[src/rtl/video_defines.svh]
`ifndef VIDEO_DEFINES_SVH
`define VIDEO_DEFINES_SVH

// Horizontal timing in pixels, kept tiny for short simulation frames
`define H_ACTIVE     32
`define H_FP         2
`define H_SYNC       4
`define H_BP         2
`define H_TOTAL      (`H_ACTIVE + `H_FP + `H_SYNC + `H_BP)

// Vertical timing in lines
`define V_ACTIVE     16
`define V_FP         1
`define V_SYNC       2
`define V_BP         1
`define V_TOTAL      (`V_ACTIVE + `V_FP + `V_SYNC + `V_BP)

// Bits per colour channel
`define COLOR_W      8
`define FRAME_CNT_W  32
`define BLINK_SEL_W  3

`endif

[src/rtl/video_pkg.sv]
`default_nettype none

`include "video_defines.svh"

package video_pkg;

    // One pixel colour, red in the upper bits
    typedef struct packed {
        logic [`COLOR_W-1:0] r;
        logic [`COLOR_W-1:0] g;
        logic [`COLOR_W-1:0] b;
    } rgb_t;

    // Sync levels as seen at the connector, hs and vs active low
    typedef struct packed {
        logic hs;
        logic vs;
        logic de;
    } sync_t;

    // Position inside the active area
    typedef struct packed {
        logic [5:0] x;
        logic [5:0] y;
    } pix_pos_t;

    // Blanked and no sync pulse
    localparam sync_t SYNC_IDLE = '{hs: 1'b1, vs: 1'b1, de: 1'b0};

endpackage

`default_nettype wire

[src/rtl/core_pkg.sv]
`default_nettype none

`include "video_defines.svh"

package core_pkg;
    import video_pkg::*;

    // Register map of the configuration block
    typedef enum logic [2:0] {
        REG_MODE  = 3'd0,
        REG_BG_R  = 3'd1,
        REG_BG_G  = 3'd2,
        REG_BG_B  = 3'd3,
        REG_BLINK = 3'd4
    } reg_addr_e;

    typedef enum logic [1:0] {
        PAT_OFF   = 2'd0,
        PAT_SOLID = 2'd1,
        PAT_BARS  = 2'd2,
        PAT_GRID  = 2'd3
    } pattern_e;

    typedef struct packed {
        pattern_e                mode;
        rgb_t                    bg;
        logic [`BLINK_SEL_W-1:0] blink_sel;
    } core_cfg_t;

    localparam core_cfg_t CFG_RESET = '{mode: PAT_OFF, bg: '0, blink_sel: '0};

endpackage

`default_nettype wire

[src/rtl/video_timing.sv]
`timescale 1ns/1ns
`default_nettype none

`include "video_defines.svh"

module video_timing
    import video_pkg::*;
(
    input  wire                     clk50,
    input  wire                     rst_n,
    output logic                    pix_ce,
    output sync_t                   sync,
    output pix_pos_t                pos,
    output logic [`FRAME_CNT_W-1:0] frame_cnt
);

    logic [5:0] h_cnt;
    logic [5:0] v_cnt;
    logic       h_last;
    logic       v_last;
    sync_t      sync_nxt;

    // Pixel enable at half the clk50 rate
    always_ff @(posedge clk50 or negedge rst_n) begin
        if (!rst_n) begin
            pix_ce <= 1'b0;
        end else begin
            pix_ce <= ~pix_ce;
        end
    end

    assign h_last = (h_cnt == 6'(`H_TOTAL - 1));
    assign v_last = (v_cnt == 6'(`V_TOTAL - 1));

    // Counters, frame count bumps when the line counter wraps
    always_ff @(posedge clk50 or negedge rst_n) begin
        if (!rst_n) begin
            h_cnt     <= '0;
            v_cnt     <= '0;
            frame_cnt <= '0;
        end else if (pix_ce) begin
            if (h_last) begin
                h_cnt <= '0;
                if (v_last) begin
                    v_cnt     <= '0;
                    frame_cnt <= frame_cnt + `FRAME_CNT_W'(1);
                end else begin
                    v_cnt <= v_cnt + 6'd1;
                end
            end else begin
                h_cnt <= h_cnt + 6'd1;
            end
        end
    end

    // Sync pulses sit after the front porch
    always_comb begin
        sync_nxt.hs = !((h_cnt >= 6'(`H_ACTIVE + `H_FP)) &&
                        (h_cnt <  6'(`H_ACTIVE + `H_FP + `H_SYNC)));
        sync_nxt.vs = !((v_cnt >= 6'(`V_ACTIVE + `V_FP)) &&
                        (v_cnt <  6'(`V_ACTIVE + `V_FP + `V_SYNC)));
        sync_nxt.de = (h_cnt < 6'(`H_ACTIVE)) && (v_cnt < 6'(`V_ACTIVE));
    end

    always_ff @(posedge clk50 or negedge rst_n) begin
        if (!rst_n) begin
            sync <= SYNC_IDLE;
        end else if (pix_ce) begin
            sync <= sync_nxt;
        end
    end

    // Position travels with the decoded sync
    always_ff @(posedge clk50) begin
        if (pix_ce) begin
            pos <= '{x: h_cnt, y: v_cnt};
        end
    end

endmodule

`default_nettype wire

[src/rtl/core_regs.sv]
`timescale 1ns/1ns
`default_nettype none

`include "video_defines.svh"

module core_regs
    import core_pkg::*;
(
    input  wire                     clk50,
    input  wire                     rst_n,
    input  wire                     cfg_wr,
    input  wire reg_addr_e          cfg_addr,
    input  wire [7:0]               cfg_data,
    input  wire [`FRAME_CNT_W-1:0]  frame_cnt,
    output core_cfg_t               cfg,
    output logic                    led_user
);

    // Write-only registers, one field per address
    always_ff @(posedge clk50 or negedge rst_n) begin
        if (!rst_n) begin
            cfg <= CFG_RESET;
        end else if (cfg_wr) begin
            case (cfg_addr)
                REG_MODE: begin
                    cfg.mode <= pattern_e'(cfg_data[1:0]);
                end
                REG_BG_R: begin
                    cfg.bg.r <= cfg_data[`COLOR_W-1:0];
                end
                REG_BG_G: begin
                    cfg.bg.g <= cfg_data[`COLOR_W-1:0];
                end
                REG_BG_B: begin
                    cfg.bg.b <= cfg_data[`COLOR_W-1:0];
                end
                REG_BLINK: begin
                    cfg.blink_sel <= cfg_data[`BLINK_SEL_W-1:0];
                end
                // Unmapped addresses leave everything as it was
                default: begin
                end
            endcase
        end
    end

    // LED blinks at the rate of the selected frame counter bit
    always_ff @(posedge clk50 or negedge rst_n) begin
        if (!rst_n) begin
            led_user <= 1'b0;
        end else begin
            led_user <= frame_cnt[cfg.blink_sel];
        end
    end

endmodule

`default_nettype wire

[src/rtl/pattern_gen.sv]
`timescale 1ns/1ns
`default_nettype none

`include "video_defines.svh"

module pattern_gen
    import video_pkg::*;
    import core_pkg::*;
(
    input  wire            clk50,
    input  wire            rst_n,
    input  wire            pix_ce,
    input  wire sync_t     sync_in,
    input  wire pix_pos_t  pos,
    input  wire core_cfg_t cfg,
    output sync_t          sync_out,
    output rgb_t           rgb
);

    localparam logic [`COLOR_W-1:0] FULL = '1;
    localparam logic [`COLOR_W-1:0] NONE = '0;

    logic [2:0] bar_idx;
    logic       on_grid;
    rgb_t       bar_rgb;
    rgb_t       pix_rgb;

    // Bars are four pixels wide
    assign bar_idx = pos.x[4:2];
    assign on_grid = (pos.x[2:0] == 3'd0) || (pos.y[2:0] == 3'd0);

    always_comb begin
        case (bar_idx)
            3'd0:    bar_rgb = '{r: NONE, g: NONE, b: NONE};
            3'd1:    bar_rgb = '{r: NONE, g: NONE, b: FULL};
            3'd2:    bar_rgb = '{r: NONE, g: FULL, b: NONE};
            3'd3:    bar_rgb = '{r: NONE, g: FULL, b: FULL};
            3'd4:    bar_rgb = '{r: FULL, g: NONE, b: NONE};
            3'd5:    bar_rgb = '{r: FULL, g: NONE, b: FULL};
            3'd6:    bar_rgb = '{r: FULL, g: FULL, b: NONE};
            default: bar_rgb = '{r: FULL, g: FULL, b: FULL};
        endcase
    end

    // Blanking forces black whatever the mode
    always_comb begin
        if (!sync_in.de) begin
            pix_rgb = '0;
        end else begin
            case (cfg.mode)
                PAT_SOLID: pix_rgb = cfg.bg;
                PAT_BARS:  pix_rgb = bar_rgb;
                PAT_GRID:  pix_rgb = on_grid ? '{r: FULL, g: FULL, b: FULL} : cfg.bg;
                default:   pix_rgb = '0;
            endcase
        end
    end

    // One pixel of latency, colour and sync stay aligned
    always_ff @(posedge clk50 or negedge rst_n) begin
        if (!rst_n) begin
            sync_out <= SYNC_IDLE;
            rgb      <= '0;
        end else if (pix_ce) begin
            sync_out <= sync_in;
            rgb      <= pix_rgb;
        end
    end

endmodule

`default_nettype wire

[src/rtl/emu_core.sv]
`timescale 1ns/1ns
`default_nettype none

`include "video_defines.svh"

module emu_core
    import video_pkg::*;
    import core_pkg::*;
(
    input  wire                     clk50,
    input  wire                     rst_n,
    input  wire                     cfg_wr,
    input  wire reg_addr_e          cfg_addr,
    input  wire [7:0]               cfg_data,
    output logic                    vga_ce,
    output logic [`COLOR_W-1:0]     vga_r,
    output logic [`COLOR_W-1:0]     vga_g,
    output logic [`COLOR_W-1:0]     vga_b,
    output logic                    vga_hs,
    output logic                    vga_vs,
    output logic                    vga_de,
    output logic [`FRAME_CNT_W-1:0] frame_cnt,
    output logic                    led_user
);

    logic      pix_ce;
    sync_t     tim_sync;
    pix_pos_t  tim_pos;
    core_cfg_t cfg;
    sync_t     pix_sync;
    rgb_t      pix_rgb;

    video_timing u_timing (
        .clk50      ( clk50     ),
        .rst_n      ( rst_n     ),
        .pix_ce     ( pix_ce    ),
        .sync       ( tim_sync  ),
        .pos        ( tim_pos   ),
        .frame_cnt  ( frame_cnt )
    );

    core_regs u_regs (
        .clk50      ( clk50     ),
        .rst_n      ( rst_n     ),
        .cfg_wr     ( cfg_wr    ),
        .cfg_addr   ( cfg_addr  ),
        .cfg_data   ( cfg_data  ),
        .frame_cnt  ( frame_cnt ),
        .cfg        ( cfg       ),
        .led_user   ( led_user  )
    );

    pattern_gen u_pattern (
        .clk50      ( clk50     ),
        .rst_n      ( rst_n     ),
        .pix_ce     ( pix_ce    ),
        .sync_in    ( tim_sync  ),
        .pos        ( tim_pos   ),
        .cfg        ( cfg       ),
        .sync_out   ( pix_sync  ),
        .rgb        ( pix_rgb   )
    );

    // Flat VGA outputs
    assign vga_ce = pix_ce;
    assign vga_r  = pix_rgb.r;
    assign vga_g  = pix_rgb.g;
    assign vga_b  = pix_rgb.b;
    assign vga_hs = pix_sync.hs;
    assign vga_vs = pix_sync.vs;
    assign vga_de = pix_sync.de;

endmodule

`default_nettype wire

[config.mk]
export PLATFORM = sky130hd
export DESIGN_NAME = emu_core
export DESIGN_NICKNAME = d
export VERILOG_FILES = /design/src/rtl/video_pkg.sv /design/src/rtl/core_pkg.sv /design/src/rtl/video_timing.sv /design/src/rtl/core_regs.sv /design/src/rtl/pattern_gen.sv /design/src/rtl/emu_core.sv
export VERILOG_INCLUDE_DIRS = /design/src /design/src/rtl
export SDC_FILE = /design/constraint.sdc
export NUM_CORES = 1
export LEC_CHECK = 0
export ABC_AREA = 1
export BUFFER_PORTS_ARGS = -buffer_cell sky130_fd_sc_hd__buf_2
export CORE_MARGIN = 2
export CORE_UTILIZATION = 45
export CTS_BUF_LIST = sky130_fd_sc_hd__clkbuf_4
export CTS_CLUSTER_SIZE = 20
export DETAILED_ROUTE_END_ITERATION = 8
export SLEW_MARGIN = 5
export SYNTH_ARGS = -nofsm -noshare
export SYNTH_HDL_FRONTEND = slang
export SYNTH_HIERARCHICAL = 1
export SYNTH_SLANG_ARGS = --single-unit
export TNS_END_PERCENT = 30
[constraint.sdc]
create_clock -name clk50 -period 1.8 [get_ports clk50]
set_input_delay 0.36 -clock clk50 [delete_from_list [all_inputs] [get_ports clk50]]
set_output_delay 0.36 -clock clk50 [all_outputs]
set_load 0.03 [all_outputs]
==> key figures, run 1 <==
Timing
  • Final Slew Violations: 0
  • Final Skew: 0.0123 ns
  • RSZ-0062 raised after global routing: no
  • Final setup fails: 0
  • Setup TNS: 0 ns
  • Final hold vios: 0
  • Final critical-path share of the clock period: 0.922
  • Least-Margin Pin Slew: 0.521 ns
  • Relative slew margins: 0.652
  • Fmax: 603 MHz
  • Fin crit period: 1.66 ns

GRT
  • Largest net degree at the start of global routing: 31
  • Gr usage total: 0.201
  • First-pass GRT wire length: 21,100 um
  • Vias in the first global route: 4,431
  • Initial antenna violation count: 0
  • Overflow after GRT: 0

Setup path
  • R2R Setup Slk: 0.14 ns
  • CP arrival: 2.08 ns
  • Setup crit end kind: flop
  • Critical path fanouts, max: 9
  • Critical path required time: 2.22 ns
  • CP max stage cell: dfrtp_1
  • Top cell by count, worst path: nand2_1
  • Critical path startpoint category: flop
  • Critical-path cell list: inv_1, nor2_2, nand2_2, nor2_4, nand2_4, nor2_4, nand2_1, nand2_1, nand2_1
  • Max stage delay on crit path: 0.38 ns
  • CP Class: reg -> reg

Clock tree
  • Latest clock arrival within the worst-skew pair: 0.53 ns
  • Clock root cell: clkbuf_4
  • Clock transition at path regs: 0.10 ns
  • Max H-tree Level: 4
  • Post-CTS setup buffers: 0
  • CTS tree: yes
  • Maximum buffer depth of the clock tree: 2
  • Total CTS buffers: 17
  • Clock sink count: 113

Placement
  • GPL Wtd Cong: 0.895
  • Port Buffer Count: 74
  • Placed cells: 944
  • HPWL Detailed: 9340 um

Routing
  • Via density: 4.83
  • Drt wl/cell: 13.0 um
  • Initial DRC count: 288
  • Detailed-route via count: 4,717
  • Antenna violation net count after detailed routing: 0
  • Final WL: 12,700 um
  • First-pass DRT Iterations: 5
  • Residual DRC: 0

Floorplanning
  • Row cnt: 41
  • I/O pin count: 75
  • Die width: 117 um
  • Starting Density: 0.457
  • Core ar.: 12,600 um^2
  • Die Y: 117 um
  • Die area: 13,700 um^2

Min path
  • Type of the most critical hold path: in -> reg

Final layout
  • Area Growth Syn to Fin: 15.5%
  • Commonest non-fill, non-tap cell in the layout: nand2_1
  • Layout Cells excl Fill: 977
  • Nets@finish: 812
  • Commonest non-fill, non-tap cells in the layout: nand2_1, dfrtp_1, inv_1
  • Share of cells above drive strength 1: 0.219

Synth
  • Syn. warnings: 6
  • Gate Count Post-Synth: 698
  • Mean Syn Cell Area: 8.23 um^2
  • Post-Syn Area: 5750 um^2
  • Syn Nets: 718

Pwr
  • LEAKAGE: 3.59 nW
  • PD cells: 860 nW/um^2
  • Worst IR drop on VDD: 0.000472 V

Outcome
  • Status: finished, final reports clean

Run
  • Max-Cap Viols: 0
==> area by class of cell <==
type / count / area, um^2
Antenna cell: 1 / 2.50
Clock buffer: 17 / 128
Clock inverter: 14 / 124
Fill cell: 1243 / 5930
Inverter: 83 / 312
Multi-Input combinational cell: 486 / 2430
Sequential cell: 113 / 2870
Tap cell: 172 / 215
Timing Repair Buffer: 91 / 553
==> through the flow <==
stage / power [W] / area [um^2] / setup slack [ns] / util / hold WS (ns)
floorplan: 0.00373 / 5750 / 0.00750 / - / 0.0644
global placement: 0.00403 / 6380 / 0.228 / 0.507 / 0.323
detailed placement: 0.00405 / 6380 / 0.164 / 0.507 / 0.326
CTS: 0.00581 / 6640 / 0.126 / 0.528 / 0.111
global route: 0.00609 / 6640 / 0.00143 / 0.528 / 0.102
finish: 0.00571 / 6640 / 0.141 / 0.528 / 0.158
==> per-layer routing <==
layer,vias to the layer above,track usage,wire [um]
li1,2380,-,-
met1,2230,0.275,5930
met4,0,0.0729,211
met2,87,0.313,6010
met3,20,0.0469,507
met5,-,0,0
==> registers in the layout (all words and copies together) (netlist names) <==
name / count
u_timing/frame_cnt: 32
u_pattern/sync_out: 3
u_timing/sync: 3
u_timing/pix_ce: 1
u_timing/v_cnt: 6
u_pattern/rgb: 24
u_timing/pos: 8
u_regs/led_user: 1
u_timing/h_cnt: 6
u_regs/cfg: 29
==> what timing repair did <==
| action | in CTS | in global routing |
|---|---|---|
| setup endpoints to repair | 0 | 1 |
| hold buffers | 1 | 0 |
| endpoints found under the hold margin | 25 | 0 |
| gates resized for setup | 0 | 1 |
==> critical path: cells and delay by family (launching register included) <==
kind                   cells  cell delay, ns
AND/OR/NAND/NOR            8            1.08
flip-flops                 1            0.38
buffers and inverters      1            0.08
==> power breakdown <==
part           switching [W]  internal [W]  leakage, nW
Clock               0.000945      0.000787        0.147
Combinational       0.000719      0.000323         1.99
Sequential          0.000143       0.00280         1.45
==> worst paths after layout <==
path / start / end / depth (start not counted)
max in group asynchronous: rst_n / u_timing/sync[2] / 3
min in group asynchronous: rst_n / u_pattern/rgb[15] / 2
worst min-delay path: cfg_data[7] / u_regs/cfg[26] / 3
worst min register to register: u_pattern/sync_out[1] / u_pattern/sync_out[1] / 2
worst max-delay path: u_timing/h_cnt[5] / u_timing/frame_cnt[28] / 9
worst max register to register: u_timing/h_cnt[5] / u_timing/frame_cnt[28] / 9
Power figures use the tool's default switching activity.
==> run 2, diff against run 1 <==
--- a/config.mk
+++ b/config.mk
@@ -9,10 +9,11 @@
 export ABC_AREA = 1
 export BUFFER_PORTS_ARGS = -buffer_cell sky130_fd_sc_hd__buf_2
 export CORE_MARGIN = 2
-export CORE_UTILIZATION = 45
+export CORE_UTILIZATION = 50
 export CTS_BUF_LIST = sky130_fd_sc_hd__clkbuf_4
 export CTS_CLUSTER_SIZE = 20
 export DETAILED_ROUTE_END_ITERATION = 8
+export PLACE_DENSITY = 0.7
 export SLEW_MARGIN = 5
 export SYNTH_ARGS = -nofsm -noshare
 export SYNTH_HDL_FRONTEND = slang
==> run 2 against run 1 <==
Compared with the run above:
- flip-flop and latch count unchanged
- sequential share of layout area down 0.13 points
- first-iteration DRC count decreased by 2.1%
- combinational power is essentially flat
- via count is 1.2% higher
- count of clock-buffer cells in the layout unchanged
- critical path depth decreased by 1
- die area decreased by 9.7%
- register-to-register slack barely moved
- setup slack worse by 0.011 ns
- critical path type unchanged
- critical endpoint is now u_timing/frame_cnt[20]
- largest cell class unchanged
- largest power group unchanged
==> key figures, run 2 (same netlist as run 1, synthesis figures left out) <==
Setup path
  • Setup crit end kind: flop (unchanged)
  • Critical path fanouts, max: 6 (was 9)
  • Critical path required time: 2.23 ns (was 2.22 ns)
  • Critical path startpoint category: flop (unchanged)
  • CP Class: reg -> reg (unchanged)
  • CP arrival: 2.10 ns (was 2.08 ns)

Clock tree
  • Clock sink count: 113 (unchanged)
  • Post-CTS setup buffers: 0 (unchanged)
  • Maximum buffer depth of the clock tree: 2 (unchanged)
  • Latest clock arrival within the worst-skew pair: 0.54 ns (was 0.53 ns)
  • CTS tree: yes (unchanged)
  • Clock transition at path regs: 0.12 ns (was 0.10 ns)
  • Total CTS buffers: 17 (unchanged)
  • Clock root cell: clkbuf_4 (unchanged)
  • Max H-tree Level: 4 (unchanged)

GRT
  • Initial antenna violation count: 0 (unchanged)
  • First-pass GRT wire length: 21,300 um (was 21,100 um)
  • Gr usage total: 0.215 (was 0.201)
  • Largest net degree at the start of global routing: 37 (was 31)
  • Overflow after GRT: 0 (unchanged)
  • Vias in the first global route: 4,543 (was 4,431)

Final layout
  • Finished Cell Area: 6660 um^2 (was 6640 um^2)
  • Top reg by flops: u_timing/frame_cnt (unchanged)
  • FILL cells: 1,032 (was 1,243)
  • Largest regs: u_timing/frame_cnt: 32 flops, u_regs/cfg: 29 flops, u_pattern/rgb: 24 flops (unchanged)
  • Area Growth Syn to Fin: 15.9% (was 15.5%)
  • Nets@finish: 808 (was 812)
  • Register Area: 2880 um^2 (was 2870 um^2)
  • Share of cells above drive strength 1: 0.223 (was 0.219)
  • ANT cells: 0 (was 1)
  • Largest register FFs: 32 (unchanged)
  • Layout Cells excl Fill: 944 (was 977)
  • Commonest non-fill, non-tap cell in the layout: nand2_1 (unchanged)
  • Multi-input gate area: 2450 um^2 (was 2430 um^2)
  • Commonest non-fill, non-tap cells in the layout: nand2_1, dfrtp_1, inv_1 (unchanged)

Routing
  • First-pass DRT Iterations: 5 (unchanged)
  • Initial DRC count: 282 (was 288)
  • Residual DRC: 0 (unchanged)
  • Detailed-route via count: 4,772 (was 4,717)
  • Drt wl/cell: 13.5 um (was 13.0 um)
  • Via density: 5.06 (was 4.83)
  • Antenna violation net count after detailed routing: 0 (unchanged)
  • Final WL: 12,800 um (was 12,700 um)

Pwr
  • LEAKAGE: 3.58 nW (was 3.59 nW)
  • PD cells: 936 nW/um^2 (was 860 nW/um^2)
  • Worst IR drop on VDD: 0.000491 V (was 0.000472 V)

Timing
  • Fmax: 599 MHz (was 603 MHz)
  • Fin crit period: 1.67 ns (was 1.66 ns)
  • Least-Margin Pin Slew: 0.502 ns (was 0.521 ns)
  • Final Skew: 0.0151 ns (was 0.0123 ns)
  • Relative slew margins: 0.665 (was 0.652)
  • Final setup fails: 0 (unchanged)
  • RSZ-0062 raised after global routing: yes (was no)
  • Final critical-path share of the clock period: 0.928 (was 0.922)
  • Final Slew Violations: 0 (unchanged)
  • Final hold vios: 0 (unchanged)

Run
  • Max-Cap Viols: 0 (unchanged)

Floorplanning
  • Core ar.: 11,300 um^2 (was 12,600 um^2)
  • Die Y: 111 um (was 117 um)
  • Starting Density: 0.508 (was 0.457)
  • Die area: 12,400 um^2 (was 13,700 um^2)
  • I/O pin count: 75 (unchanged)
  • Die width: 111 um (was 117 um)
  • Row cnt: 39 (was 41)

Placement
  • DP Area: 6300 um^2 (was 6380 um^2)
  • HPWL Detailed: 9100 um (was 9340 um)
  • Placed cells: 911 (was 944)
  • GPL Wtd Cong: 0.920 (was 0.895)
  • Port Buffer Count: 74 (unchanged)

Min path
  • Type of the most critical hold path: in -> reg (unchanged)

Outcome
  • Status: finished, final reports clean (unchanged)
## run 2: critical path, stage by stage (launching register included)
cell      delay [ns]
dfrtp_1         0.44
ha_1            0.20
nand2_1         0.08
nor2_2          0.24
nand3b_1        0.19
nor2_4          0.22
nand2_1         0.08
nand2_1         0.06
nand2_1         0.05
## run 2: report_power, final
part           switching (W)  internal (W)  total, W
sequential          0.000141       0.00280   0.00294
combinational       0.000724      0.000323   0.00105
clock                0.00102       0.00123   0.00225
## run 2: final cells by class
cell class / instances / share of cell area
flip-flops and latches: 113 / 0.431
inverters: 83 / 0.0468
clock inverters: 15 / 0.0321
multi-input cells: 486 / 0.367
repair buffers: 87 / 0.0766
clock buffers: 17 / 0.0192
well taps: 143 / 0.0268
## run 2: worst paths after layout
| path | slack (ns) | end | startpoint | cells after the start |
|---|---|---|---|---|
| worst max-delay path | 0.13 | u_timing/frame_cnt[20] | u_timing/frame_cnt[1] | 8 |
| worst min-delay path | 0.14 | u_regs/cfg[24] | cfg_data[5] | 3 |
| worst max register to register | 0.13 | u_timing/frame_cnt[20] | u_timing/frame_cnt[1] | 8 |
| worst min register to register | 0.47 | u_pattern/sync_out[2] | u_pattern/sync_out[2] | 2 |
| max in group asynchronous | 0.90 | u_timing/frame_cnt[24] | rst_n | 3 |
| min in group asynchronous | 0.32 | u_regs/cfg[10] | rst_n | 2 |
## run 2: layer usage
layer	vias up	track usage	wire length (um)
met2	102	0.346	6210
li1	2368	-	-
met4	0	0.0815	201
met1	2282	0.284	5870
met3	20	0.0498	490
met5	-	0	0
## run 2: repair_timing
item | 4_1_cts | 5_1_grt
hold buffers | 1 | 0
endpoints found under the hold margin | 27 | 0
setup endpoints to repair | 0 | 9
resized for setup | 0 | 5
## run 2: per-stage QoR
| stage | setup WS (ns) | power [W] | setup TNS (ns) | util | hold WS, ns |
|---|---|---|---|---|---|
| CTS | 0.0902 | 0.00630 | 0 | 0.587 | 0.103 |
| floorplan | 0.00750 | 0.00373 | 0 | - | 0.0644 |
| global placement | 0.185 | 0.00402 | 0 | 0.556 | 0.359 |
| finish | 0.130 | 0.00624 | 0 | 0.589 | 0.137 |
| global route | -0.0128 | 0.00653 | -0.0128 | 0.589 | 0.116 |
| detailed placement | 0.132 | 0.00404 | 0 | 0.556 | 0.362 |
